$ cat src/verilog/lb_consts.svh
// Shared constants for the local-bus register slave
// Include wherever address fields, channel count or ROM rule are needed
`ifndef LB_CONSTS_SVH
`define LB_CONSTS_SVH

// Number of LED PWM channels, 1 to 8
`define LB_N_LED 4

// Region field of the bus address
`define LB_REGION_MSB 23
`define LB_REGION_LSB 16
`define LB_REGION_MIRROR 8'h00
`define LB_REGION_RXMAC 8'h03
`define LB_REGION_BANK 8'h11
`define LB_REGION_DUTY 8'h12

// Addresses xxx800 to xxxfff select the config ROM
`define LB_ROM_SEL_BIT 11

// Local register indices
`define LB_IDX_LED_USER 4'd1
`define LB_IDX_HBANK 4'd5
`define LB_IDX_DUTY0 8

// Mirror and ROM geometry, ROM word k is k ^ seed
`define LB_MIRROR_AW 5
`define LB_ROM_AW 11
`define LB_ROM_SEED 16'hc3a5

// Read fill values
`define LB_BAD_DATA 32'hdeadbeef
`define LB_BANK_DEFAULT "zzzz"

`endif

$ cat src/verilog/lb_pkg.sv
// Types shared by the local-bus slave modules
// Import with lb_pkg::* in the module header
package lb_pkg;

	// 24-bit local bus address
	typedef logic [23:0] lb_addr_t;

	// 32-bit local bus data, both directions
	typedef logic [31:0] lb_data_t;

	// LED duty factor, scaled by four against the phase
	typedef logic [7:0] duty_t;

	// PWM phase, one period is 1024 cycles
	typedef logic [9:0] pwm_phase_t;

	// One bus cycle's request
	// strobe qualifies the cycle, rd picks read or write
	typedef struct packed {
		logic     strobe;
		logic     rd;
		lb_addr_t addr;
		lb_data_t wdata;
	} lb_req_t;

endpackage

$ cat src/verilog/lb_write_decode.sv
// Local write decoder for the bus slave
// Qualifies writes with region 00, holds the control registers,
// and fans out one-hot duty write enables to the LED channels
`timescale 1ns/10ps
`include "lb_consts.svh"

module lb_write_decode
	import lb_pkg::*;
(
	input  logic                 clk,
	input  logic                 rst_n,
	input  lb_req_t              req,
	output logic                 local_we,
	output logic [`LB_N_LED-1:0] duty_we,
	output duty_t                duty_wdata,
	output logic                 led_user_mode,
	output logic                 rx_mac_hbank
);

	logic [3:0] reg_idx;

	// Write cycle aimed at region 00
	assign local_we = req.strobe & ~req.rd &
		(req.addr[`LB_REGION_MSB:`LB_REGION_LSB] == '0);
	assign reg_idx = req.addr[3:0];

	// Duty value is the low byte of the write data
	assign duty_wdata = req.wdata[7:0];

	// Index 8+k enables channel k
	genvar k;
	generate
		for (k = 0; k < `LB_N_LED; k++) begin : g_duty_we
			assign duty_we[k] = local_we & (reg_idx == 4'(`LB_IDX_DUTY0 + k));
		end
	endgenerate

	// Control registers, hbank comes out of reset set
	always_ff @(posedge clk or negedge rst_n) begin
		if (!rst_n) begin
			led_user_mode <= 1'b0;
			rx_mac_hbank  <= 1'b1;
		end else if (local_we) begin
			case (reg_idx)
				`LB_IDX_LED_USER: led_user_mode <= req.wdata[0];
				`LB_IDX_HBANK:    rx_mac_hbank  <= req.wdata[0];
				default: ;
			endcase
		end
	end

	// At most one channel loads per write
	a_duty_we_onehot: assert property (
		@(posedge clk) disable iff (!rst_n)
		$onehot0(duty_we)
	);

endmodule

$ cat config.mk
export PLATFORM = sky130hd
export DESIGN_NAME = lb_write_decode
export DESIGN_NICKNAME = d
export VERILOG_FILES = /design/src/verilog/lb_pkg.sv /design/src/verilog/lb_write_decode.sv
export VERILOG_INCLUDE_DIRS = /design/src /design/src/verilog
export SDC_FILE = /design/constraint.sdc
export NUM_CORES = 1
export LEC_CHECK = 0
export BUFFER_PORTS_ARGS = -buffer_cell sky130_fd_sc_hd__buf_2
export CAP_MARGIN = 20
export CORE_UTILIZATION = 17
export CTS_CLUSTER_SIZE = 10
export DETAILED_ROUTE_END_ITERATION = 10
export GPL_ROUTABILITY_DRIVEN = 0
export PLACE_DENSITY = 0.74
export SLEW_MARGIN = 0
export SYNTH_ARGS = -nofsm -noshare
export SYNTH_HDL_FRONTEND = slang
export SYNTH_SLANG_ARGS = --single-unit
$ cat constraint.sdc
create_clock -name clk -period 1 [get_ports clk]
set_input_delay 0.2 -clock clk [delete_from_list [all_inputs] [get_ports clk]]
set_output_delay 0.2 -clock clk [all_outputs]
set_load 0.005 [all_outputs]
* Word-level counts from Yosys, hierarchy flattened
Cells that the tools add are included.
Cells by class: equal/unequal tests 6, muxes and demuxes 0, $add $sub $neg 0, order comparisons 0, shift operators 0, $mul 0, reductions and logical operators 3, bitwise operators 7, div/mod/pow operators 0
Operators by type and width (number):
- 4-bit equality test, second input constant | 4
- 8-bit zero test | 1
- 1-bit AND | 6
- 4-bit by 1-bit equality test with 1-bit output, second input constant | 1
- 4-bit by 3-bit equality test with 1-bit output, second input constant | 1
- 2-bit AND reduction | 2
- 1-bit inverter | 1
Storage, ports and cells: latch bits 0, memories 0, ROM bits 0, bits in writable memories 0, input bits 60, logic and storage cells 18, output and inout bits 15, register bits after elaboration 2

* Logic depth before layout (Yosys ltp)
Gate-level depths: netlist of the first run.
depth after elaboration 4, depth in mapped cells 3, gate-level depth less buffers 3

* Least setup slack after synthesis of the first run
Ideal clock, no wire load.
path kind input to output, start input port req[53] in the netlist's numbering, end output port duty_we[2], cell stages on the path 3, path buffers 0, required time 800 ps, path slack -145 ps, arrival 945 ps, cells stage by stage nor4_4 nand4_1 nor3b_1
On the way: cells in the longest elaborated chain, start to end 3
Ends and longest elaborated chain:
- from (decl) | RTL line lb_write_decode.sv:12 | input lb_req_t req,
- 8-bit zero test | RTL line lb_write_decode.sv:24 | (req.addr[`LB_REGION_MSB:`LB_REGION_LSB] == '0);
- 1-bit AND | RTL line lb_write_decode.sv:23 | assign local_we = req.strobe & ~req.rd &
- 1-bit AND | RTL line lb_write_decode.sv:34 | assign duty_we[k] = local_we & (reg_idx == 4'(`LB_IDX_DUTY0 + k));
- to (decl) | RTL line lb_write_decode.sv:14 | output logic [`LB_N_LED-1:0] duty_we,
No other way between the ends.

* Worst setup path in the final report of the first run
start input port req[51] in the netlist's numbering, end output port duty_we[1]
Same word-level chain as after synthesis.

==> results of run 1 <==
-- cell usage in the layout, fill, tap and decap left out --
cell type and instances:
nor4bb_1 1, buf_6 7, nand2_1 1, dlygate4sd3_1 1, mux2_4 2, clkbuf_4 3
nor2b_1 1, nor3b_2 2, nor4b_4 1, buf_4 5, dfrtp_1 1, nor4b_1 1
nor2_1 2, clkbuf_1 1, nor4_4 1, dfstp_2 1, nand4_1 3, nor3_1 1
buf_2 19, and3_4 1
-- what timing repair did --
| item | CTS | global route |
|---|---|---|
| setup endpoints to repair | 8 | 8 |
| gates cloned | 0 | 0 |
| hold buffers | 1 | 0 |
| endpoints found under the hold margin | 2 | 0 |
| gates resized for setup | 10 | 0 |
| pin swaps | 1 | 3 |
| buffers inserted | 3 | 0 |
-- cells by family after synthesis --
kind of cell | count (synthesis)
mux | 2
buf+inv | 8
flops | 2
simple gates | 15
-- metal layers --
| layer | global-route usage (%) | wire length [µm] | vias to the layer above |
|---|---|---|---|
| met1 | 7.99 | 205 | 142 |
| met2 | 16.8 | 456 | 19 |
| li1 | - | - | 148 |
| met4 | 12.9 | 0 | 0 |
| met3 | 1.63 | 102 | 0 |
| met5 | 0 | 0 | - |
-- metrics by stage --
step | std cells | setup slack (ns) | utilization, %
final | 70 | -0.416 | 35.8
after global routing | 70 | -0.473 | 35.8
after CTS | 70 | -0.410 | 35.8
after detailed placement | 63 | -0.439 | 28.3
after global placement | 63 | -0.362 | 28.3
after floorplan | 27 | -0.129 | -
-- sequential cells by signal (all words and copies together), names as in the netlist --
| name | flops |
|---|---|
| led_user_mode | 1 |
| rx_mac_hbank | 1 |
-- worst max-delay path: stages --
cell and delay [ns]:
buf_6 0.09, nor4b_4 0.29, nand4_1 0.25, nor3b_2 0.24, buf_2 0.14
-- path summary, 6_finish.rpt --
check                                     end  slack, ns  cells after the start
min in group asynchronous       led_user_mode       0.29                      2
worst min-delay path            led_user_mode       0.24                      2
worst min register to register  led_user_mode       0.51                      1
max in group asynchronous        rx_mac_hbank       0.52                      2
worst max register to register  led_user_mode       0.25                      1
worst max-delay path               duty_we[1]      -0.42                      5
-- power breakdown --
part | switching [mW] | internal [mW]
Combinational | 0.0360 | 0.0613
Sequential | 0.0000902 | 0.0819
Clock | 0.0513 | 0.148
-- layout make-up --
type	count	area, µm²	share of cell area [%]
flip-flops and latches	2	51.3	10.5
repair buffers	32	221	45.3
well taps	15	18.8	3.84
multi-input cells	17	171	35.0
clock buffers	4	26.3	5.37
==> impl_metrics.toml, run 1 <==
[status]
outcome = "finished with violations"
violations = "negative setup slack"

[place]
hpwl_um = 628
placed_area_um2 = 387
io_buffers = 24

[grt]
first_global_vias = 294
grt_max_degree = 5
grt_antenna_before_repair = 0
grt_pass1_wl_um = 1000
grtUsageTotal_pct = 9.66
overflow = 0

[sta]
setup_tns_ns = -1.95
hold_ws_ns = 0.239
worst_clock_skew_ns = 0
setup_slack_ns = -0.416
final-setup-viol-count = 8
finalHoldViolCount = 0
timing.final.crit_share_pct = 142
tightest_slew_ns = 0.293
period_needed_ns = 1.42
fmax_ghz = 0.706
rsz0062_at_grt = "true"
maxSlewViolCount = 0
relSlewSlack_pct = 80.2

[hold_path]
holdCritStartpoint = "req[0]"
worstHoldPathType = "in -> reg"

[pwr]
power_density_mw_per_mm2 = 775
ir_drop_mv = 0.336
report.power.total_uw = 379
p_leak_nw = 0.246

[synthesis]
synthTopCellsByCount = "buf_4 (8), nand4_1 (3), mux2_1 (2), nor2_1 (2), nor3b_1 (2)"
synthAdderAreaFrac_pct = 0
synth_edf_count = 0
synth_compound_area_share_pct = 0
synth_mux_area_share_pct = 8.65
synth_cell_types = 15
synthSimpleGateAreaFrac_pct = 48.6
syn-num-nets = 87
syn_inst = 27
yosys-top-cells-area = "buf_4 (23%), dfstp_2 (10%), dfrtp_1 (9.6%)"
synth_area_um2 = 260
async_flop_share_pct = 100
netlist.area_leader.share_pct = 23.1
synth.most_common_cell = "buf_4"
synth-xor-area-share_pct = 0
synthFlopType = "dfstp_2"
avgSynthCellArea_um2 = 9.64
ys_seq_elements = 2
synth_top_family_by_area = "simple AND/OR/NAND/NOR gates"
yosysTopAreaCell = "buf_4"
yosys_warnings = 0
seq_area_frac_synth_pct = 19.7

[clock_tree]
clock_path_buffers = 2
root_buffer = "clkbuf_4"
cts_buffers = 3
clk_latency_ns = 0.23
cts_tree = "yes"
clk_pin_slew_ns = 0.04
ctsHtreeMaxLevel = 1
clock-sinks = 2

[cells_and_area]
layout-drive-gt1-share_pct = 76.4
nNetsFinal = 116
nFillCells = 151
fin_area_um2 = 489
area_delta_synth_final_pct = 88.0
antenna_cells = 0

[die]
die_x_um = 41.1
start_util_pct = 19.0
core-area_mm2 = 0.00137
die_area_mm2 = 0.00169
ios = 75
fp-row-count = 13
die_h_um = 41.1

[drt]
drt_wl_total_um = 764
wl_per_cell_um = 10.9
vias = 309
viasPerCell = 4.41
drc_errors = 0
drtAntennaViolNets = 0
drtIter0Drc = 4
drt_pre_antenna_iters = 4

[critical_path]
worstSetupStartpointType = "primary input"
required_ns = 0.80
critPathMaxFanout = 4
crit_type = "in -> out"
worstReg2RegStart = "led_user_mode"
startpoint = "req[51]"
crit_path_end_kind = "output port"
arrival_ns = 1.22

[run]
maxCapViolCount = 0
Note: power is estimated with default switching activity, not from simulation.
==> run 2: changes to the inputs <==
--- a/config.mk
+++ b/config.mk
@@ -13,6 +13,7 @@
 export DETAILED_ROUTE_END_ITERATION = 10
 export GPL_ROUTABILITY_DRIVEN = 0
 export PLACE_DENSITY = 0.74
+export REMOVE_ABC_BUFFERS = 1
 export SLEW_MARGIN = 0
 export SYNTH_ARGS = -nofsm -noshare
 export SYNTH_HDL_FRONTEND = slang
==> impl_metrics.toml, run 2 (same netlist as run 1, synthesis figures left out) <==
[sta]
timing.final.crit_share_pct = 136
period_needed_ns = 1.36
maxSlewViolCount = 0
setup_tns_ns = -1.89
worst_clock_skew_ns = 0
finalHoldViolCount = 0
setup_slack_ns = -0.361
fmax_ghz = 0.735
relSlewSlack_pct = 80.6
final-setup-viol-count = 8
tightest_slew_ns = 0.287
rsz0062_at_grt = "true"

[cells_and_area]
area_delta_synth_final_pct = 80.3
nNetsFinal = 116
final_cells = 70
layout_commonest_cell = "buf_2"
antenna_cells = 0
layout_common_cells = "buf_2 (20), buf_4 (6), buf_6 (5)"
layout-drive-gt1-share_pct = 72.7
fin_area_um2 = 469
reg.largest.list = "led_user_mode (1), rx_mac_hbank (1)"

[critical_path]
crit_path_end_kind = "output port"
startpoint = "req[54]"
r2r_cells = 1
critPathMaxFanout = 4
crit_type = "in -> out"
required_ns = 0.80
arrival_ns = 1.16
endpoint = "duty_we[1]"
crit_slowest_cell = "nor4_4"
reg2reg_slack_ns = 0.27
worstReg2RegStart = "led_user_mode"
slowest_delay_ns = 0.29
worstSetupStartpointType = "primary input"
worstPathCellList = "buf_6, nor4_4, nand4_1, nor3b_1, buf_2"
reg2reg_to = "led_user_mode"

[drt]
viasPerCell = 4.54
drt_wl_total_um = 1070
dr_wl_met3_um = 260
top_layer_used = "met3"
drt_pre_antenna_iters = 2
drc_errors = 0
wl_met2_um = 556
vias = 318
drtIter0Drc = 4
drtAntennaViolNets = 0
met1_length_um = 255
wl_per_cell_um = 15.3

[clock_tree]
clock_path_buffers = 2
clock-sinks = 2
cts_buffers = 3
clk_pin_slew_ns = 0.03
ctsHtreeMaxLevel = 1
root_buffer = "clkbuf_4"
cts_tree = "yes"
clk_latency_ns = 0.23

[pwr]
p_leak_nw = 0.241
report.power.total_uw = 374
ir_drop_mv = 0.528
power_density_mw_per_mm2 = 797

[grt]
overflow = 0
first_global_vias = 279
grtUsageTotal_pct = 13.7
grt_max_degree = 5
grt_pass1_wl_um = 1300
grt_antenna_before_repair = 0

[place]
io_buffers = 24
dp_worst_setup_slack_ns = -0.435
placed_area_um2 = 369
place_inst = 62

[die]
start_util_pct = 19.0
core-area_mm2 = 0.00137
fp-row-count = 13
die_x_um = 41.1
ios = 75
die_h_um = 41.1
die_area_mm2 = 0.00169

[hold_path]
worstHoldPathType = "in -> reg"

[status]
outcome = "finished with violations"
violations = "negative setup slack"

[run]
maxCapViolCount = 0
## run 2: worst min path at each step
stage | startpoint | end | slack, ns | cells after the start
2_1_floorplan | rst_n | led_user_mode | -0.1 | 0
3_3_place_gp | rst_n | led_user_mode | -0.02 | 1
3_5_place_dp | rst_n | led_user_mode | -0.01 | 1
4_1_cts | req[0] | led_user_mode | 0.23 | 2
5_1_grt | req[0] | led_user_mode | 0.25 | 2
6_report | req[0] | led_user_mode | 0.24 | 2
## run 2: per-layer routing
| metal | GRT usage, % | vias up |
|---|---|---|
| met5 | 0 | - |
| met4 | 9.68 | 0 |
| met3 | 16.3 | 0 |
| met2 | 21.5 | 25 |
| met1 | 8.31 | 145 |
| li1 | - | 148 |
## run 2: power breakdown
part | leakage (nW) | switching [mW] | internal, mW | total, mW
clock | 0.0150 | 0.0498 | 0.148 | 0.198
combinational | 0.202 | 0.0360 | 0.0578 | 0.0938
sequential | 0.0243 | 0.0000750 | 0.0819 | 0.0820
total | 0.241 | 0.0858 | 0.288 | 0.374
## run 2: critical path, delay by kind of cell
family        cells  cell delay [ns]
simple gates      3             0.72
buf+inv           2             0.24
## run 2: area by class of cell
class	instances	area, µm²
multi-input cells	17	161
well taps	15	18.8
flip-flops and latches	2	51.3
clock buffers	4	26.3
fillers	165	897
repair buffers	32	211
## run 2: what timing repair did
action	CTS	global route
endpoints found under the hold margin	2	0
hold buffers	1	0
setup endpoints to repair	8	8
pin swaps	7	5
resized for setup	8	0
setup buffers	3	2
## run 2: stage by stage
stage / hold slack (ns) / util, %
after detailed placement: -0.0134 / 27.0
after global routing: 0.254 / 34.3
after CTS: 0.234 / 34.3
final: 0.237 / 34.3
after global placement: -0.0155 / 27.0
after floorplan: -0.0956 / -
