### config.mk
export PLATFORM = sky130hd
export DESIGN_NAME = lb_read_pipe
export DESIGN_NICKNAME = d
export VERILOG_FILES = /design/src/verilog/lb_pkg.sv /design/src/verilog/lb_read_pipe.sv
export VERILOG_INCLUDE_DIRS = /design/src /design/src/verilog
export SDC_FILE = /design/constraint.sdc
export NUM_CORES = 1
export LEC_CHECK = 0
export ABC_AREA = 1
export BUFFER_PORTS_ARGS = -buffer_cell sky130_fd_sc_hd__buf_2
export CORE_UTILIZATION = 30
export CTS_CLUSTER_DIAMETER = 60
export DETAILED_ROUTE_END_ITERATION = 10
export GPL_ROUTABILITY_DRIVEN = 1
export PLACE_DENSITY = 0.59
export SYNTH_ARGS = -nofsm -noshare
export SYNTH_HDL_FRONTEND = slang
export SYNTH_SLANG_ARGS = --single-unit
export TNS_END_PERCENT = 5
### constraint.sdc
create_clock -name clk -period 1.7 [get_ports clk]
set_input_delay 0.34 -clock clk [delete_from_list [all_inputs] [get_ports clk]]
set_output_delay 0.34 -clock clk [all_outputs]
set_load 0.02 [all_outputs]
### src/verilog/lb_consts.svh
// Shared constants for the local-bus register slave
// Include wherever address fields, channel count or ROM rule are needed
`ifndef LB_CONSTS_SVH
`define LB_CONSTS_SVH

// Number of LED PWM channels, 1 to 8
`define LB_N_LED 4

// Region field of the bus address
`define LB_REGION_MSB 23
`define LB_REGION_LSB 16
`define LB_REGION_MIRROR 8'h00
`define LB_REGION_RXMAC 8'h03
`define LB_REGION_BANK 8'h11
`define LB_REGION_DUTY 8'h12

// Addresses xxx800 to xxxfff select the config ROM
`define LB_ROM_SEL_BIT 11

// Local register indices
`define LB_IDX_LED_USER 4'd1
`define LB_IDX_HBANK 4'd5
`define LB_IDX_DUTY0 8

// Mirror and ROM geometry, ROM word k is k ^ seed
`define LB_MIRROR_AW 5
`define LB_ROM_AW 11
`define LB_ROM_SEED 16'hc3a5

// Read fill values
`define LB_BAD_DATA 32'hdeadbeef
`define LB_BANK_DEFAULT "zzzz"

`endif

### src/verilog/lb_pkg.sv
// Types shared by the local-bus slave modules
// Import with lb_pkg::* in the module header
package lb_pkg;

	// 24-bit local bus address
	typedef logic [23:0] lb_addr_t;

	// 32-bit local bus data, both directions
	typedef logic [31:0] lb_data_t;

	// LED duty factor, scaled by four against the phase
	typedef logic [7:0] duty_t;

	// PWM phase, one period is 1024 cycles
	typedef logic [9:0] pwm_phase_t;

	// One bus cycle's request
	// strobe qualifies the cycle, rd picks read or write
	typedef struct packed {
		logic     strobe;
		logic     rd;
		lb_addr_t addr;
		lb_data_t wdata;
	} lb_req_t;

endpackage

### src/verilog/lb_read_pipe.sv
// Two-cycle pipelined read path of the bus slave
// First cycle latches the bank word and region values with the address,
// second cycle picks the result by region into data_in
// Also keeps the fault counter and the MAC status sync registers
`timescale 1ns/10ps
`include "lb_consts.svh"

module lb_read_pipe
	import lb_pkg::*;
(
	input  logic                  clk,
	input  logic                  rst_n,
	input  lb_req_t               req,
	input  logic                  xdomain_fault,
	input  logic                  tx_mac_done,
	input  logic [1:0]            rx_mac_buf_status,
	input  logic [15:0]           rx_mac_data,
	input  lb_data_t              uptime,
	input  lb_data_t              mirror_data,
	input  logic [15:0]           rom_data,
	input  duty_t [`LB_N_LED-1:0] duty,
	output lb_data_t              data_in
);

	logic        do_rd;
	logic        do_rd_r;
	lb_addr_t    addr_r;
	logic [15:0] fault_count;
	logic        tx_mac_done_r;
	logic [1:0]  rx_mac_buf_status_r;
	lb_data_t    bank_word;
	logic [15:0] rx_data_r;
	duty_t       sel_duty;
	duty_t       duty_r;

	assign do_rd = req.strobe & req.rd;

	// Fault counter, clk is already the right domain
	// a burst at startup is expected
	always_ff @(posedge clk or negedge rst_n) begin
		if (!rst_n) begin
			fault_count <= '0;
		end else if (xdomain_fault) begin
			fault_count <= fault_count + 16'd1;
		end
	end

	// One-edge copies pin the MAC status to this clock
	always_ff @(posedge clk or negedge rst_n) begin
		if (!rst_n) begin
			tx_mac_done_r       <= 1'b0;
			rx_mac_buf_status_r <= '0;
		end else begin
			tx_mac_done_r       <= tx_mac_done;
			rx_mac_buf_status_r <= rx_mac_buf_status;
		end
	end

	// Duty of channel addr[2:0], zero when absent
	always_comb begin
		sel_duty = '0;
		for (int k = 0; k < `LB_N_LED; k++) begin
			if (req.addr[2:0] == 3'(k)) begin
				sel_duty = duty[k];
			end
		end
	end

	// First read cycle
	always_ff @(posedge clk) begin
		if (do_rd) begin
			case (req.addr[3:0])
				4'h0: bank_word <= "Hell";
				4'h1: bank_word <= "o wo";
				4'h2: bank_word <= "rld!";
				4'h3: bank_word <= "(::)";
				4'h4: bank_word <= {16'b0, fault_count};
				4'h6: bank_word <= {31'b0, tx_mac_done_r};
				4'h7: bank_word <= {30'b0, rx_mac_buf_status_r};
				4'h8: bank_word <= uptime;
				default: bank_word <= `LB_BANK_DEFAULT;
			endcase
			rx_data_r <= rx_mac_data;
			duty_r    <= sel_duty;
		end
	end

	// Address follows every cycle, the flag carries the read
	always_ff @(posedge clk or negedge rst_n) begin
		if (!rst_n) begin
			do_rd_r <= 1'b0;
		end else begin
			do_rd_r <= do_rd;
		end
	end

	always_ff @(posedge clk) begin
		addr_r <= req.addr;
	end

	// Second read cycle, ROM window wins over the region
	always_ff @(posedge clk or negedge rst_n) begin
		if (!rst_n) begin
			data_in <= '0;
		end else if (do_rd_r) begin
			if (addr_r[`LB_ROM_SEL_BIT]) begin
				data_in <= {16'b0, rom_data};
			end else begin
				case (addr_r[`LB_REGION_MSB:`LB_REGION_LSB])
					`LB_REGION_MIRROR: data_in <= mirror_data;
					`LB_REGION_RXMAC:  data_in <= {16'b0, rx_data_r};
					`LB_REGION_BANK:   data_in <= bank_word;
					`LB_REGION_DUTY:   data_in <= {24'b0, duty_r};
					default:           data_in <= `LB_BAD_DATA;
				endcase
			end
		end
	end

	// Master must drive the control pair cleanly out of reset
	a_ctrl_known: assert property (
		@(posedge clk) disable iff (!rst_n)
		!$isunknown({req.strobe, req.rd})
	);

endmodule

## Word level (Yosys, flattened, before mapping)

Index checks and enable logic that the tools add are counted.

- Divide/modulo/power cells: 0
- Multiply operators: 0
- $add $sub $neg: 1
- Multiplexer cells: 7
- Shifts and indexed selects: 0
- Equal/unequal tests: 13
- Bitwise logic cells: 1
- Order comparisons: 0
- Reduce and logical (&&, ||, !) cells: 3

Operator list:

| cell | number |
|---|---|
| $pmux 32 s8 | 1 |
| $pmux 32 s4 | 1 |
| $mux 32 | 1 |
| $mux 8 | 4 |
| $add 16x1->16 const B | 1 |
| $eq 8x5->1 const B | 2 |
| $eq 4x3->1 const B | 3 |
| $eq 4x2->1 const B | 2 |
| $eq 8x2->1 const B | 1 |
| $logic_not 8->1 | 1 |
| $eq 3x2->1 const B | 2 |
| $eq 4x1->1 const B | 1 |
| $eq 4x4->1 const B | 1 |
| $logic_not 4->1 | 1 |
| $eq 3x1->1 const B | 1 |
| $logic_not 3->1 | 1 |
| $and 1x1->1 | 1 |

- Word-level logic and storage cells: 34
- Input port bits: 192
- Bits in registers: 132
- Bits in read-only memories: 0
- Memory bits (writable): 0
- Bits in latches: 0
- Memories: 0

## Longest topological paths before layout

- Depth in word-level cells: 5
- Gate-level depth with buffers: 11
- Gate-level depth less buffers: 10

## Worst setup path before layout

No wires, ideal clock.

- Path kind: input to register
- Start point: input port req[57] (netlist bit)
- End point: register bank_word[0] (enable)
- Slack: -0.191 ns
- Stages on the path: 2
- Data arrival time: 1.480 ns
- Buffers on the path: 0
- Path through: nand2_1 inv_1

- Word-level cells in the longest chain between the ends: 1

Ends and longest elaborated chain:

| element | line | source |
|---|---|---|
| from (decl) | lb_read_pipe.sv:13 | `input lb_req_t req,` |
| $and 1x1->1 | lb_read_pipe.sv:36 | `assign do_rd = req.strobe & req.rd;` |
| named net do_rd | lb_read_pipe.sv:25 | `logic do_rd;` |
| to (signal assigned) | lb_read_pipe.sv:73 | `4'h0: bank_word <= "Hell";` |
| to (signal assigned) | lb_read_pipe.sv:74 | `4'h1: bank_word <= "o wo";` |
| to (signal assigned) | lb_read_pipe.sv:75 | `4'h2: bank_word <= "rld!";` |
| to (decl) | lb_read_pipe.sv:31 | `lb_data_t bank_word;` |

The timed path passes the listed nets, and every way through them passes these cells.
A chain may end at the register's enable or synchronous reset.

## Final worst setup path

- Start point: register addr_r[23]
- End point: register data_in[14]

- Word-level cells in the longest chain between the ends: 3
- Elaborated cells on any way between the ends: 6
- Those cells by class: eq/ne: 3; mux: 2; reduce/logical: 1

Ends and longest elaborated chain:

| element | line | source |
|---|---|---|
| from (decl) | lb_read_pipe.sv:27 | `lb_addr_t addr_r;` |
| from (signal assigned) | lb_read_pipe.sv:98 | `addr_r <= req.addr;` |
| $eq 8x5->1 (tied with other cells) | lb_read_pipe.sv:109 | `` case (addr_r[`LB_REGION_MSB:`LB_REGION_LSB]) `` |
| $pmux 32 s4 (*) | lb_read_pipe.sv:109 |  |
| $mux 32 (*) | lb_read_pipe.sv:106 | `` if (addr_r[`LB_ROM_SEL_BIT]) begin `` |
| to (signal assigned) | lb_read_pipe.sv:107 | `data_in <= {16'b0, rom_data};` |
| to (signal assigned) | lb_read_pipe.sv:110 | `` `LB_REGION_MIRROR: data_in <= mirror_data; `` |
| to (signal assigned) | lb_read_pipe.sv:111 | `` `LB_REGION_RXMAC: data_in <= {16'b0, rx_data_r}; `` |
| to (decl) | lb_read_pipe.sv:22 | `output lb_data_t data_in` |

Mark *: on every way between the ends. The rest lies on a longest branch, timed or not.

==> flow_summary_export.csv <==
group,metric,value,unit
run_status,outcome,"finished clean",
synth,synth.top_cell.area_share,0.295,
clock_tree,path_clk_slew,0.06,ns
global_routing,grt_max_degree,58,
synth,synth_largest_area_cell,"edfxtp_1",
drt,drc_errors,0,
floorplan,core,0.0186,mm^2
clock_tree,cts_buffers,17,
synth,synth_fp_nets,870,
setup_path,path_delay_family,"simple AND/OR/NAND/NOR gates",
drt,initialDrtViolationCount,275,
floorplan,io_pins,224,
global_routing,overflow,0,
clock_tree,postCtsSetupBuffers,0,
drt,dr.pass1.iters,4,
power,pwr-share-comb,0.128,
placement,place_inst,1089,
synth,ys_types,34,
clock_tree,clock-sinks,117,
power,internal_power,6020,uW
synth,synth_top_flop_cell,"edfxtp_1",
synth,ys_warn_count,0,
setup_path,crit_chain,"nor2_2 -> inv_2 -> nor2_4 -> buf_4 -> nand3_1 -> nand3_1 -> nand2_1 -> nand2_1 -> nand2_1 -> nand2_1",
power,finalPower,8060,uW
sta,finalWorstSetupSlack,0.143,ns
drt,vias,4991,
placement,place_congestion,0.922,
synth,synth_seq_cells,117,
global_routing,grt_use_total,0.173,
drt,viasPerCell,4.45,
power,clockPowerShare,0.441,
synth,syn_area,0.00569,mm^2
power,p_per_area,1060,mW/mm^2
setup_path,path_max_fanout,34,
placement,place_ws,0.112,ns
clock_tree,post_cts_resized,0,
synth,synth_area_leaders,"edfxtp_1, dfrtp_1, nand2_1",
setup_path,cp.buffers_inverters,2,
sta,relSlewSlack,0.483,
clock_tree,cts_tree,"yes",
setup_path,slowest_stage,"buf_4",
synth,synth_edf_count,56,
drt,avgRoutedWirePerCell,14.5,um
sta,finClkSkew,0.00676,ns
layout,fin_cells,1122,
sta,rsz0062_at_grt,"no",
layout,n_antenna_cell,0,
setup_path,crit_path_frequent_cell,"nand2_1",
placement,dp_hpwl,12400,um
sta,hold_viol,0,
floorplan,dieArea,0.0195,mm^2
setup_path,end_kind,"flop",
layout,area_growth,33.3,%
setup_path,critPathMaxStageDelay,0.33,ns
clock_tree,cts-root-buf,"clkbuf_16",
sta,max_freq,642,MHz
sta,maxSlewViolCount,0,
clock_tree,clock_latency,0.42,ns
power,switchingPower,2050,uW
synth,syn-mean-instance-area,8.41,um^2
sta,tns,0,ns
power,sw_frac_of_total,0.254,
floorplan,die_x,140,um
setup_path,critPathRequiredTime,2.06,ns
synth,synthCells,677,
power,vdd_drop_max,0.722,mV
synth,ys_seq_area_frac,0.556,
floorplan,std_cell_rows,50,
power,seqPwrFrac,0.431,
floorplan,start_util,0.305,
setup_path,cp_data_arrival_time,1.91,ns
global_routing,grt_pass1_vias,4851,
floorplan,dieHeight,140,um
sta,hold_ws,0.0244,ns
layout,num-nets-final,1068,
drt,antenna_left,0,
power,leakage,0.00374,uW
sta,setup_viol,0,
layout,drive_above_1_share,0.291,
worst_hold_path,hold_path.class,"primary input to flop",
synth,synthArstFlopShare,0.444,
global_routing,antenna_found_initial,3,
setup_path,startpoint_type,"flop",
placement,portBuffers,180,
setup_path,criticalPathCategory,"flop to flop",
sta,worst_pin_slew,0.775,ns
job,maxCapViolations,0,
clock_tree,htreeDepth,4,
sta,finalCritPeriodShare,0.916,
clock_tree,clockBufferDepth,2,
global_routing,grt_pass1_wl,25500,um
drt,routed_wl,16200,um
sta,post-route-min-period,1.56,ns
==> cell usage after synthesis, types with 4 or more instances <==
master    count
nand2_1     264
nand3_1      74
nor2_1       63
edfxtp_1     56
dfrtp_1      52
inv_1        39
buf_2        15
xor2_1       14
o21ai_1      12
nand4_1      11
dfxtp_1       9
clkbuf_1      8
inv_2         8
a21oi_1       6
nor2_2        6
o211ai_1      5
o21ai_0       5
nand2_2       4
nor2_4        4
==> metrics by stage <==
step                      area (um^2)   util
final                            7590  0.407
after floorplan                  5700      -
after global placement           6990  0.375
after CTS                        7590  0.407
after detailed placement         6990  0.375
after global routing             7590  0.407
==> area by class of cell <==
class	count	area (um^2)
Fill cell	1907	11100
Sequential cell	117	3160
Multi-Input combinational cell	486	2220
Timing Repair Buffer	205	1140
Clock buffer	23	490
Tap cell	234	293
Inverter	48	184
Clock inverter	9	96.3
==> power groups by stage <==
| stage | sequential (uW) | combinational (uW) | clock [uW] |
|---|---|---|---|
| floorplan | 3600 | 469 | 0 |
| global placement | 3520 | 1030 | 0 |
| detailed placement | 3530 | 1030 | 0 |
| CTS | 3480 | 1040 | 3610 |
| global route | 3520 | 1150 | 3750 |
| finish | 3480 | 1030 | 3550 |
==> kinds of logic after synthesis <==
logic type / synth area share
xor+xnor: 0.0215
compound gates: 0.0358
buf+inv: 0.0541
simple gates: 0.331
fa+ha+maj: 0.00220
flops: 0.556
==> worst reg2reg max path, stage by stage, from the launching register on <==
cell,delay [ns]
dfxtp_1,0.30
nor2_2,0.15
inv_2,0.06
nor2_4,0.13
buf_4,0.33
nand3_1,0.15
nand3_1,0.12
nand2_1,0.07
nand2_1,0.09
nand2_1,0.05
nand2_1,0.05
==> cells in the final DEF (no fill, tap or decap), drive strengths merged <==
| master | netlist | final |
|---|---|---|
| bufinv | 0 | 2 |
| nand2 | 269 | 269 |
| a22oi | 1 | 1 |
| o2111ai | 3 | 3 |
| ha | 1 | 1 |
| edfxtp | 56 | 56 |
| clkbuf | 8 | 23 |
| nand4 | 11 | 11 |
| nor3b | 2 | 2 |
| inv | 47 | 47 |
| buf | 18 | 204 |
| dfrtp | 52 | 52 |
| xor2 | 14 | 14 |
| clkinvlp | 0 | 2 |
| nor3 | 5 | 5 |
| a22o | 1 | 1 |
| nand3 | 74 | 74 |
| dlygate4sd3 | 0 | 1 |
| o21ai | 17 | 17 |
| clkinv | 1 | 6 |
| nor2 | 75 | 75 |
| nand3b | 1 | 1 |
| dfxtp | 9 | 9 |
| o211ai | 5 | 5 |
| o221ai | 1 | 1 |
| a21oi | 6 | 6 |
==> path summary, 6_finish.rpt <==
kind	cells after the start	to	startpoint	slack, ns
worst max-delay path	10	data_in[14]	addr_r[23]	0.14
worst max register to register	10	data_in[14]	addr_r[23]	0.14
max in group asynchronous	3	fault_count[0]	rst_n	0.83
worst min register to register	2	data_in[7]	data_in[7]	0.47
worst min-delay path	1	addr_r[21]	req[53]	0.02
min in group asynchronous	2	data_in[16]	rst_n	0.39
==> routing by layer <==
| metal | vias up | track usage | part of all wire |
|---|---|---|---|
| met1 | 2227 | 0.231 | 0.47 |
| met2 | 148 | 0.268 | 0.45 |
| met3 | 27 | 0.0496 | 0.062 |
| li1 | 2585 | - | - |
| met5 | - | 0 | 0.0012 |
| met4 | 4 | 0.0613 | 0.018 |
==> what timing repair did <==
item / CTS / global route
endpoints found under the hold margin: 13 / 0
hold buffers: 1 / 0
setup endpoints to repair: 0 / 0
==> state kept, by name (all words and copies together), names as in the netlist <==
register / count
duty_r: 8
addr_r: 9
tx_mac_done_r: 1
rx_mac_buf_status_r: 2
fault_count: 16
do_rd_r: 1
bank_word: 32
rx_data_r: 16
data_in: 32
Note: power is estimated with default switching activity, not from simulation.
