`src/verilog/lb_consts.svh`:
```
// Shared constants for the local-bus register slave
// Include wherever address fields, channel count or ROM rule are needed
`ifndef LB_CONSTS_SVH
`define LB_CONSTS_SVH

// Number of LED PWM channels, 1 to 8
`define LB_N_LED 4

// Region field of the bus address
`define LB_REGION_MSB 23
`define LB_REGION_LSB 16
`define LB_REGION_MIRROR 8'h00
`define LB_REGION_RXMAC 8'h03
`define LB_REGION_BANK 8'h11
`define LB_REGION_DUTY 8'h12

// Addresses xxx800 to xxxfff select the config ROM
`define LB_ROM_SEL_BIT 11

// Local register indices
`define LB_IDX_LED_USER 4'd1
`define LB_IDX_HBANK 4'd5
`define LB_IDX_DUTY0 8

// Mirror and ROM geometry, ROM word k is k ^ seed
`define LB_MIRROR_AW 5
`define LB_ROM_AW 11
`define LB_ROM_SEED 16'hc3a5

// Read fill values
`define LB_BAD_DATA 32'hdeadbeef
`define LB_BANK_DEFAULT "zzzz"

`endif

```
`src/verilog/lb_pkg.sv`:
```
// Types shared by the local-bus slave modules
// Import with lb_pkg::* in the module header
package lb_pkg;

	// 24-bit local bus address
	typedef logic [23:0] lb_addr_t;

	// 32-bit local bus data, both directions
	typedef logic [31:0] lb_data_t;

	// LED duty factor, scaled by four against the phase
	typedef logic [7:0] duty_t;

	// PWM phase, one period is 1024 cycles
	typedef logic [9:0] pwm_phase_t;

	// One bus cycle's request
	// strobe qualifies the cycle, rd picks read or write
	typedef struct packed {
		logic     strobe;
		logic     rd;
		lb_addr_t addr;
		lb_data_t wdata;
	} lb_req_t;

endpackage

```
`src/verilog/led_pwm_channel.sv`:
```
// One LED PWM channel
// Holds an 8-bit duty and drives a registered output that is high
// while the shared phase is below four times the duty
`timescale 1ns/10ps

module led_pwm_channel
	import lb_pkg::*;
(
	input  logic       clk,
	input  logic       rst_n,
	input  pwm_phase_t phase,
	input  logic       duty_we,
	input  duty_t      duty_wdata,
	output duty_t      duty,
	output logic       led
);

	// Duty register, loaded from the write decoder
	always_ff @(posedge clk or negedge rst_n) begin
		if (!rst_n) begin
			duty <= '0;
		end else if (duty_we) begin
			duty <= duty_wdata;
		end
	end

	// Compare against duty * 4, high for 4*duty cycles per period
	always_ff @(posedge clk or negedge rst_n) begin
		if (!rst_n) begin
			led <= 1'b0;
		end else begin
			led <= (phase < {duty, 2'b00});
		end
	end

	// A zero duty keeps the LED dark on the next cycle
	a_zero_duty_dark: assert property (
		@(posedge clk) disable iff (!rst_n)
		(duty == '0) |=> !led
	);

endmodule

```
`config.mk`:
```
export PLATFORM = sky130hd
export DESIGN_NAME = led_pwm_channel
export DESIGN_NICKNAME = d
export VERILOG_FILES = /design/src/verilog/lb_consts.svh /design/src/verilog/lb_pkg.sv /design/src/verilog/led_pwm_channel.sv
export SDC_FILE = /design/constraint.sdc
export NUM_CORES = 1
export LEC_CHECK = 0
export BUFFER_PORTS_ARGS = -buffer_cell sky130_fd_sc_hd__buf_2
export CAP_MARGIN = 20
export CORE_AREA = 2 2 39 41
export CTS_CLUSTER_SIZE = 30
export DETAILED_ROUTE_END_ITERATION = 16
export DIE_AREA = 0 0 41 43
export PLACE_DENSITY = 0.73
export SYNTH_ARGS = -nofsm -noshare
export SYNTH_HDL_FRONTEND = slang
export SYNTH_SLANG_ARGS = --single-unit
```
`constraint.sdc`:
```
create_clock -name clk -period 1.7 [get_ports clk]
set_clock_uncertainty 0.05 [all_clocks]
set_input_delay 0.17 -clock clk [delete_from_list [all_inputs] [get_ports clk]]
set_output_delay 0.17 -clock clk [all_outputs]
set_load 0.005 [all_outputs]
```
# --- After elaboration in Yosys (flattened, before gate mapping) ---
# Cells that the tools add are included.
# Widths: inputs -> output; s select.
classes:
  addsub: 0
  shifts: 0
  bitwise_logic: 0
  multipliers: 0
  n_div: 0
  n_lt_le_gt_ge: 1
  mux: 0
  n_eq_ne: 0
  n_reduce_logical: 0
ops:
  columns: ["cell", "count"]
  rows:
  - ["$lt 10x10->1", 1]
word_totals:
  out_inout_bits: 9
  in_bits: 21
  ramBits: 0
  latchBits: 0
  register_bits: 9
  n_memories: 0
  romBits: 0
  elab_cells: 3

# --- Logic depth before layout (Yosys ltp) ---
# Gate-level depths: netlist of the first run.
logic_depth:
  ltp_word: 1
  ltp_mapped: 5
  ltp_nobuf: 5

# --- Worst setup path before layout of the first run ---
# Ideal clock, no wire load.
synth_path:
  kind: "register to register"
  from: "reg duty[2]"
  to: "reg led"
  slack_ns: 0.426
  synth_period_minus_slack_ns: 1.274
  arrival_time_ns: 1.136
  n_path_buf: 0
  required_ns: 1.562
  setup_time_ns: 0.088
  stages_incl_launch_ff: 6
  path_cell_list: "dfrtp_1 inv_1 ha_1 a211oi_2 o21ai_1 a41oi_1"
synth_between:
  elab_chain_len: 1
synth_rtl:
  columns: ["element", "line", "rtl"]
  rows:
  - ["start: declaration", "led_pwm_channel.sv:14", "output duty_t duty,"]
  - ["start signal: assignment", "led_pwm_channel.sv:23", "duty <= duty_wdata;"]
  - ["$lt 10x10->1", "led_pwm_channel.sv:32", "led <= (phase < {duty, 2'b00});"]
  - ["end signal: assignment", "led_pwm_channel.sv:32", null]
  - ["end: declaration", "led_pwm_channel.sv:15", "output logic led"]
# No other way between the ends.
# A chain may end at the register's enable or synchronous reset.

# --- Worst setup path after layout of the first run ---
# Ends and elaborated chain as after synthesis.

==> results of run 1 <==
-- final timing paths --
kind | from | end | slack [ps] | depth (start not counted)
worst max-delay path | duty[2] | led | 360 | 5
worst min-delay path | duty_wdata[6] | duty[6] | 70 | 3
worst max register to register | duty[2] | led | 360 | 5
worst min register to register | duty[0] | duty[0] | 490 | 1
max in group asynchronous | rst_n | led | 1160 | 2
min in group asynchronous | rst_n | duty[2] | 250 | 2
-- repair_timing --
| action | CTS | global route |
|---|---|---|
| hold buffers | 1 | 0 |
| hold endpoints to repair | 9 | 0 |
| gates resized for setup | 0 | 0 |
-- critical path, stage by stage (launching register included) --
cell      delay (ps)
dfrtp_1          370
inv_1             70
ha_1             250
a211oi_2         210
o21ai_1           90
a41oi_1          210
-- routing by layer --
layer,vias up,global-route usage,part of all wire
li1,228,-,-
met1,191,0.165,0.46
met2,19,0.175,0.43
met3,2,0.0419,0.095
met4,0,0.100,0.014
met5,-,0,0
-- power by group --
group | switching (uW) | internal (uW) | total (uW) | leakage (uW)
registers | 9.46 | 236 | 245 | 0.000108
logic | 60.0 | 61.7 | 122 | 0.000245
clock network | 71.6 | 90.3 | 162 | 0.0000150
-- area by class of cell --
cell class / instances / area, um^2 / share of cell area
Sequential cell: 9 / 225 / 0.338
Multi-Input combinational cell: 33 / 223 / 0.335
Timing Repair Buffer: 28 / 145 / 0.218
Clock buffer: 4 / 26.3 / 0.0395
Inverter: 7 / 26.3 / 0.0395
Tap cell: 16 / 20.0 / 0.0301
-- logic make-up after synthesis --
logic type | synth area share
buf+inv | 0.0653
fa+ha+maj | 0.183
compound gates | 0.159
flops | 0.470
simple gates | 0.0992
mux | 0.0235
-- flip-flops by register name (all words and copies together), names as in the netlist --
signal	cells
led	1
duty	8
-- placed cells by master, fill, tap and decap left out, types with 2 or more instances in the layout --
cell type	netlist	routed
a21oi_1	2	2
nor2_1	2	2
dfrtp_1	9	9
inv_1	7	7
o21ai_0	8	8
clkbuf_4	0	3
nand2_1	9	9
ha_1	7	7
buf_2	1	27
-- through the flow --
step                utilization  total power [uW]  setup WS, ps  instance area [um^2]  std cells
floorplan                     -               312           426                   479         50
global placement          0.455               366           403                   629         92
detailed placement        0.455               371           353                   629         92
CTS                       0.481               542           333                   666         97
global route              0.481               579           268                   666         97
finish                    0.481               529           360                   666         97
==> flow_metrics.tcl, run 1 <==
set metrics [dict create \
    hold_ws_ps 65.0 \
    final_antenna_violating_net_count 0 \
    synth_nets 78 \
    die-area_um2 1760 \
    finalHoldViolations 0 \
    clk_path_buf_depth 2 \
    global_route.usage.total 0.131 \
    power_density_nw_per_um2 794 \
    sort_of_element_at_the_start_of_the_critical_path "flop" \
    finalWorstPathRequiredPeriod_ps 1340 \
    ys_dominant_reg_cell "dfrtp_1" \
    synth_area_um2 479 \
    netlist_instances 50 \
    clk_root_buffer_cell "clkbuf_4" \
    io_pins 30 \
    io_buffer_count 27 \
    tritoncts "done" \
    finish.net_count 110 \
    ys_top_cells_by_count "9 x dfrtp_1, 9 x nand2_1, 8 x o21ai_0" \
    timing.fmax_mhz 746 \
    place_congestion 0.667 \
    avgViaCountPerCell 4.54 \
    synth_edf_count 0 \
    grt_overflow 0 \
    grt_start_max_net_pins 16 \
    cp_data_arrival_time_ps 1460 \
    setup_violation_total_in_the_final_timing_report 0 \
    initial_util 0.346 \
    floorplan.die.height_um 43 \
    drtPass1Iterations 4 \
    clk_latency_ps 260 \
    crit_path_end_kind "flop" \
    row_count 14 \
    yosys_warnings 0 \
    path_class "flop to flop" \
    status "completed" \
    cap_violations 0 \
    cts.reportedPaths.clkPinSlew_ps 60 \
    core_footprint_um2 1380 \
    grt_first_pass_wirelength_um 1500 \
    postSynthAreaPerCell_um2 9.58 \
    drt_iter0_drc 5 \
    clock_sinks 9 \
    vias_in_the_first_global_route 384 \
    ys_top_cells_by_area "dfrtp_1 47%, ha_1 18%, o21ai_0 8.4%" \
    final-max-slew-violation-count 0 \
    dp.final_hpwl_um 789 \
    h_tree_depth 1 \
    synthDominantCellAreaShare 0.470 \
    num_antenna_cells 0 \
    numCtsBuffers 3 \
    peakVddDrop_mv 0.329 \
    worst_pin_slew_ps 247 \
    layout-drive-gt1-share 0.395 \
    worst_ep_required_time_ps 1820 \
    synthDominantAreaCellType "dfrtp_1" \
    die_w_um 41 \
    power.static_leakage_uw 0.000368 \
    finalWirelength_um 1000 \
    final.setup.tns_ps 0 \
    maxSlewHeadroom 0.835 \
    synth_unique_cells 13 \
    postSynthRegisterBits 9 \
    postCtsSetupBuffers 0 \
    wl_per_cell_um 10.3 \
    vias 440 \
    area_delta_synth_final_pct 38.9 \
    rsz_0062_raised_after_global_routing "no" \
    asyncSetResetFlopFracSynth 1.00 \
    hold_path.class "primary input to flop" \
    final.fill_count 147 \
    antenna_found_initial 0 \
    post_route_drc 0 \
    sequential_share_of_the_synthesized_area 0.470 \
    final_min_period_over_clock_period 0.788 \
    maximum_fanout_along_the_worst_path 2 \
]
No activity file was read; power rests on OpenSTA's default activity.
==> inputs of run 2 (changes only) <==
ABC_AREA = 1   (was default)
CORE_AREA = default   (was 2 2 39 41)
CORE_UTILIZATION = 36   (was default)
DIE_AREA = default   (was 0 0 41 43)
PLACE_DENSITY = 0.75   (was 0.73)
clock period = 1.16 ns   (was 1.7 ns; I/O delays follow)
==> run 2 against run 1 <==
Final cell count up 5.2%. Flip-flop and latch count unchanged. Sequential share of layout area down 4.3 points. Power up 60%. Global-route usage up 6.8 points. Via count up 9.5%. First-iteration DRC count up 40%. Largest cell class is now multi-input gates.
==> flow_metrics.tcl, run 2 <==
set metrics [dict create \
    dp.final_hpwl_um 847 \
    synthDominantCellAreaShare 0.457 \
    vias_in_the_first_global_route 467 \
    layout-drive-gt1-share 0.545 \
    final.setup.tns_ps 0 \
    path_class "flop to flop" \
    worst_ep_required_time_ps 1300 \
    clock_sinks 9 \
    sort_of_element_at_the_start_of_the_critical_path "flop" \
    tritoncts "done" \
    finalHoldViolations 0 \
    power.static_leakage_uw 0.000398 \
    power.switching_fraction 0.289 \
    row_count 12 \
    grt_first_pass_wirelength_um 1900 \
    postSynthRegisterBits 9 \
    global_route.usage.total 0.198 \
    most-common-layout-cells "27 x buf_2, 15 x nand2_1, 9 x dfrtp_1" \
    crit_path_end_kind "flop" \
    die-area_um2 1520 \
    postSynthAreaPerCell_um2 8.80 \
    clkPwrFrac 0.277 \
    rsz_0062_raised_after_global_routing "yes" \
    power_density_nw_per_um2 1110 \
    setup_violation_total_in_the_final_timing_report 0 \
    most_common_library_cell_in_the_layout_ignoring_fill_and_taps "buf_2" \
    area_delta_synth_final_pct 54.6 \
    placed_cells_incl_taps 96 \
    synth_nets 84 \
    die_w_um 39.0 \
    critical_path.cell_chain "inv_2, ha_4, a21oi_2, nand2_1, a21oi_2" \
    intPower_uw 601 \
    grt_overflow 0 \
    drt_iter0_drc 7 \
    layout.cells.non_filler 102 \
    clk_latency_ps 250 \
    h_tree_depth 1 \
    place_congestion 0.685 \
    critical_path_buf_inv_count 1 \
    largest_register "duty" \
    yosys_warnings 0 \
    floorplan.die.height_um 39.0 \
    grt_start_max_net_pins 16 \
    final_antenna_violating_net_count 0 \
    cp_data_arrival_time_ps 1250 \
    vias 482 \
    top_regs "duty: 8 flops, led: 1 flops" \
    io_pins 30 \
    clk_path_buf_depth 2 \
    num_antenna_cells 0 \
    synth_unique_cells 9 \
    largest_register_ffs 8 \
    post-route-util 0.642 \
    core_footprint_um2 1190 \
    asyncSetResetFlopFracSynth 1.00 \
    netlist_instances 56 \
    post-layout-total-power_uw 844 \
    timing.fmax_mhz 897 \
    final_min_period_over_clock_period 0.961 \
    numCtsBuffers 3 \
    maxSlewHeadroom 0.847 \
    final-max-slew-violation-count 0 \
    status "completed" \
    ys_dominant_reg_cell "dfrtp_1" \
    timing.critical_path.slowest_stage_cell "dfrtp_1" \
    cap_violations 0 \
    ys_top_cells_by_area "dfrtp_1 46%, ha_1 18%, nand2_1 11%" \
    critical-path-top-delay-family "flip-flops" \
    finalWorstPathRequiredPeriod_ps 1120 \
    clk_root_buffer_cell "clkbuf_4" \
    synthDominantAreaCellType "dfrtp_1" \
    avgViaCountPerCell 4.73 \
    io_buffer_count 27 \
    post_route_drc 0 \
    drtPass1Iterations 4 \
    netSwitchingPower_uw 244 \
    sequentialPowerShare 0.429 \
    combinational_power_share 0.294 \
    synth_edf_count 0 \
    antenna_found_initial 0 \
    ys_top_cells_by_count "15 x nand2_1, 10 x inv_1, 9 x dfrtp_1" \
    hold_path.class "primary input to flop" \
    slowest_delay_ps 380 \
    peakVddDrop_mv 0.744 \
    cts.reportedPaths.clkPinSlew_ps 60 \
    finalWirelength_um 1230 \
    synth_most_common_cell "nand2_1" \
    cpMostUsedCell "a21oi_2" \
    finish.net_count 117 \
    worst_pin_slew_ps 230 \
    initial_util 0.416 \
    maximum_fanout_along_the_worst_path 2 \
    sequential_share_of_the_synthesized_area 0.457 \
    wl_per_cell_um 12.0 \
    synth_area_um2 493 \
]
## run 2: cell types whose count changed after synthesis
| cell | change |
|---|---|
| a211oi_2 | -1 |
| a21oi_1 | +2 |
| a41oi_1 | -1 |
| buf_2 | -1 |
| buf_6 | +1 |
| inv_1 | +3 |
| nand2_1 | +6 |
| nor2_1 | -1 |
| nor2b_1 | -1 |
| o21ai_1 | -1 |
## run 2: through the flow
step / cell area (um^2) / worst slack, ps / hold WS [ps]
final: 762 / 44.8 / 16.5
after global routing: 762 / -21.1 / 25.1
after CTS: 712 / 6.47 / 11.8
after detailed placement: 634 / -16.4 / -73.6
after global placement: 634 / 44.9 / -74.9
after floorplan: 493 / 71.2 / -230
## run 2: area by class of cell
cell class                 instances  area [um^2]
clock buffer                       4         26.3
fill                             100          424
inverter                          10         37.5
multi-input combinational         36          303
sequential                         9          225
tap                               14         17.5
timing repair buffer              29          153
## run 2: worst min-delay path, stage by stage
cell and delay (ps):
buf_2 70, nand2_1 40, o21ai_0 50
## run 2: cells by family (layout without fill, tap and decap cells)
| logic type | count (synthesis) | count (layout) | synth area share |
|---|---|---|---|
| AO/OA/AOI/OAI | 12 | 12 | 0.122 |
| adder cells (fa/ha/maj) | 7 | 7 | 0.178 |
| buffers and inverters | 11 | 43 | 0.0990 |
| flip-flops | 9 | 9 | 0.457 |
| multiplexers | 1 | 1 | 0.0228 |
| AND/OR/NAND/NOR | 16 | 16 | 0.122 |
## run 2: per-layer routing
metal / GRT usage / part of all wire
met1: 0.184 / 0.34
met2: 0.383 / 0.58
met4: 0.0517 / 0.0065
met3: 0.0867 / 0.076
met5: 0 / 0
## run 2: what timing repair did
action / 4_1_cts / 5_1_grt
hold buffers: 1 / 0
setup endpoints to repair: 1 / 1
pin swaps: 1 / 7
setup buffers: 0 / 1
resized for setup: 5 / 12
hold endpoints to repair: 9 / 0
## run 2: worst paths after layout
path | depth (start not counted) | start | slack [ps] | to
max in group asynchronous | 2 | rst_n | 710 | duty[7]
setup reg to reg | 5 | duty[3] | 40 | led
hold reg to reg | 1 | duty[0] | 480 | duty[0]
min in group asynchronous | 2 | rst_n | 180 | led
setup / recovery | 5 | duty[3] | 40 | led
hold / removal | 3 | duty_wdata[1] | 20 | duty[1]
## run 2: power by group through the flow
stage | clock (uW) | combinational [uW] | sequential (uW)
floorplan | 0 | 88.7 | 369
global placement | 0 | 170 | 364
detailed placement | 0 | 181 | 365
CTS | 241 | 210 | 360
global route | 266 | 279 | 366
finish | 234 | 248 | 362
==> inputs of run 3 (changes only) <==
MAX_ROUTING_LAYER = met4   (was default)
==> run 3 against run 2 <==
Utilization stayed put. First-iteration DRC count stayed put. Wire length is 0.65% higher. Flip-flop and latch count stayed put. Hold slack worse by 1.6 ps. Combinational power hardly changed. Fmax is 0.10% lower. Non-clock buffer count stayed put. Largest cell class unchanged. Largest power group unchanged. Highest routed layer unchanged.
==> flow_metrics.tcl, run 3 (same netlist as run 2, synthesis figures left out) <==
set metrics [dict create \
    setup_violation_total_in_the_final_timing_report 0 \
    peakVddDrop_mv 0.750 \
    grt_overflow 0 \
    post-layout-total-power_uw 846 \
    finalHoldViolations 0 \
    crit_path_end_kind "flop" \
    worst_reg_to_reg_path_cell_count 5 \
    area_delta_synth_final_pct 54.6 \
    worst_r2r_endpoint "led" \
    drtPass1Iterations 4 \
    avgViaCountPerCell 4.76 \
    power.static_leakage_uw 0.000398 \
    final-max-slew-violation-count 0 \
    most_common_library_cell_in_the_layout_ignoring_fill_and_taps "buf_2" \
    grt_use_met2 0.383 \
    top_regs "duty: 8 flops, led: 1 flops" \
    largest_register_ffs 8 \
    die_w_um 39.0 \
    vias_in_the_first_global_route 464 \
    h_tree_depth 1 \
    final_antenna_violating_net_count 0 \
    dp.final_hpwl_um 847 \
    hold_path.class "primary input to flop" \
    path_class "flop to flop" \
    finalWorstPathRequiredPeriod_ps 1120 \
    finalWirelength_um 1240 \
    clk_root_buffer_cell "clkbuf_4" \
    maxSlewHeadroom 0.843 \
    antenna_found_initial 0 \
    worst_pin_slew_ps 236 \
    power_density_nw_per_um2 1110 \
    grt_first_pass_wirelength_um 1900 \
    cp_data_arrival_time_ps 1250 \
    core_footprint_um2 1190 \
    crit_path_start "duty[3]" \
    grt_busiest_layer "met2" \
    tritoncts "done" \
    finish.net_count 117 \
    met1_usage 0.184 \
    numCtsBuffers 3 \
    hold_ws_ps 14.9 \
    post_route_drc 0 \
    largest_register "duty" \
    clk_latency_ps 260 \
    grtUsageMet3 0.0867 \
    wl_per_cell_um 12.1 \
    timing.fmax_mhz 896 \
    floorplan.die.height_um 39.0 \
    status "completed" \
    cts.reportedPaths.clkPinSlew_ps 60 \
    initial_util 0.416 \
    place_congestion 0.692 \
    clk_path_buf_depth 2 \
    io_pins 30 \
    io_buffer_count 27 \
    grt_start_max_net_pins 16 \
    rsz_0062_raised_after_global_routing "yes" \
    sort_of_element_at_the_start_of_the_critical_path "flop" \
    layout-drive-gt1-share 0.545 \
    most-common-layout-cells "27 x buf_2, 15 x nand2_1, 9 x dfrtp_1" \
    r2r_slack_ps 40 \
    final.fill_count 100 \
    num_antenna_cells 0 \
    global_route.usage.total 0.203 \
    row_count 12 \
    maximum_fanout_along_the_worst_path 2 \
    reg2reg_from "duty[3]" \
    clock_sinks 9 \
    final_min_period_over_clock_period 0.962 \
    vias 486 \
    worst_ep_required_time_ps 1300 \
    drt_iter0_drc 7 \
    cap_violations 0 \
    die-area_um2 1520 \
    worst_setup_path_endpoint "led" \
]
run 3: worst min-delay path by stage:
| stage | from | endpoint | slack (ps) | cells past startpoint |
|---|---|---|---|---|
| after floorplan | rst_n | duty[0] | -230 | 0 |
| after global placement | rst_n | duty[3] | -70 | 1 |
| after detailed placement | rst_n | duty[5] | -70 | 1 |
| final | duty_wdata[1] | duty[1] | 10 | 3 |
| after global routing | duty_wdata[1] | duty[1] | 30 | 3 |
| after CTS | duty_wdata[1] | duty[1] | 10 | 3 |
run 3: routing by layer:
layer | share of wire | up-vias
met4 | 0.0065 | 0
li1 | - | 241
met1 | 0.34 | 224
met5 | 0 | -
met2 | 0.58 | 19
met3 | 0.068 | 2
run 3: what timing repair did:
item / CTS / global route
pin swaps: 1 / 7
cloned: 0 / 0
endpoints found under the setup margin: 1 / 1
buffers inserted: 0 / 1
hold buffers: 1 / 0
hold endpoints to repair: 9 / 0
resized for setup: 5 / 12
run 3: layout make-up:
class                   instances  area [um^2]  area share
multi-input cells              36          303       0.397
flip-flops and latches          9          225       0.296
repair buffers                 29          153       0.200
inverters                      10         37.5      0.0493
clock buffers                   4         26.3      0.0345
well taps                      14         17.5      0.0230
run 3: through the flow:
stage                     setup slack (ps)  instances  utilization  setup TNS (ps)  cell area (um^2)
after global placement                44.9         96        0.535               0               634
after floorplan                       71.2         56            -               0               493
after CTS                             6.47        101        0.600               0               712
after global routing                 -21.1        102        0.642           -21.1               762
final                                 43.6        102        0.642               0               762
after detailed placement             -16.4         96        0.535           -16.4               634
run 3: worst max-delay path: stages (launching register included):
cell	delay, ps
dfrtp_1	380
inv_2	80
ha_4	200
a21oi_2	130
nand2_1	80
a21oi_2	130
run 3: power breakdown:
part | switching (uW) | internal, uW
Clock | 103 | 132
Sequential | 16.4 | 346
Combinational | 126 | 123
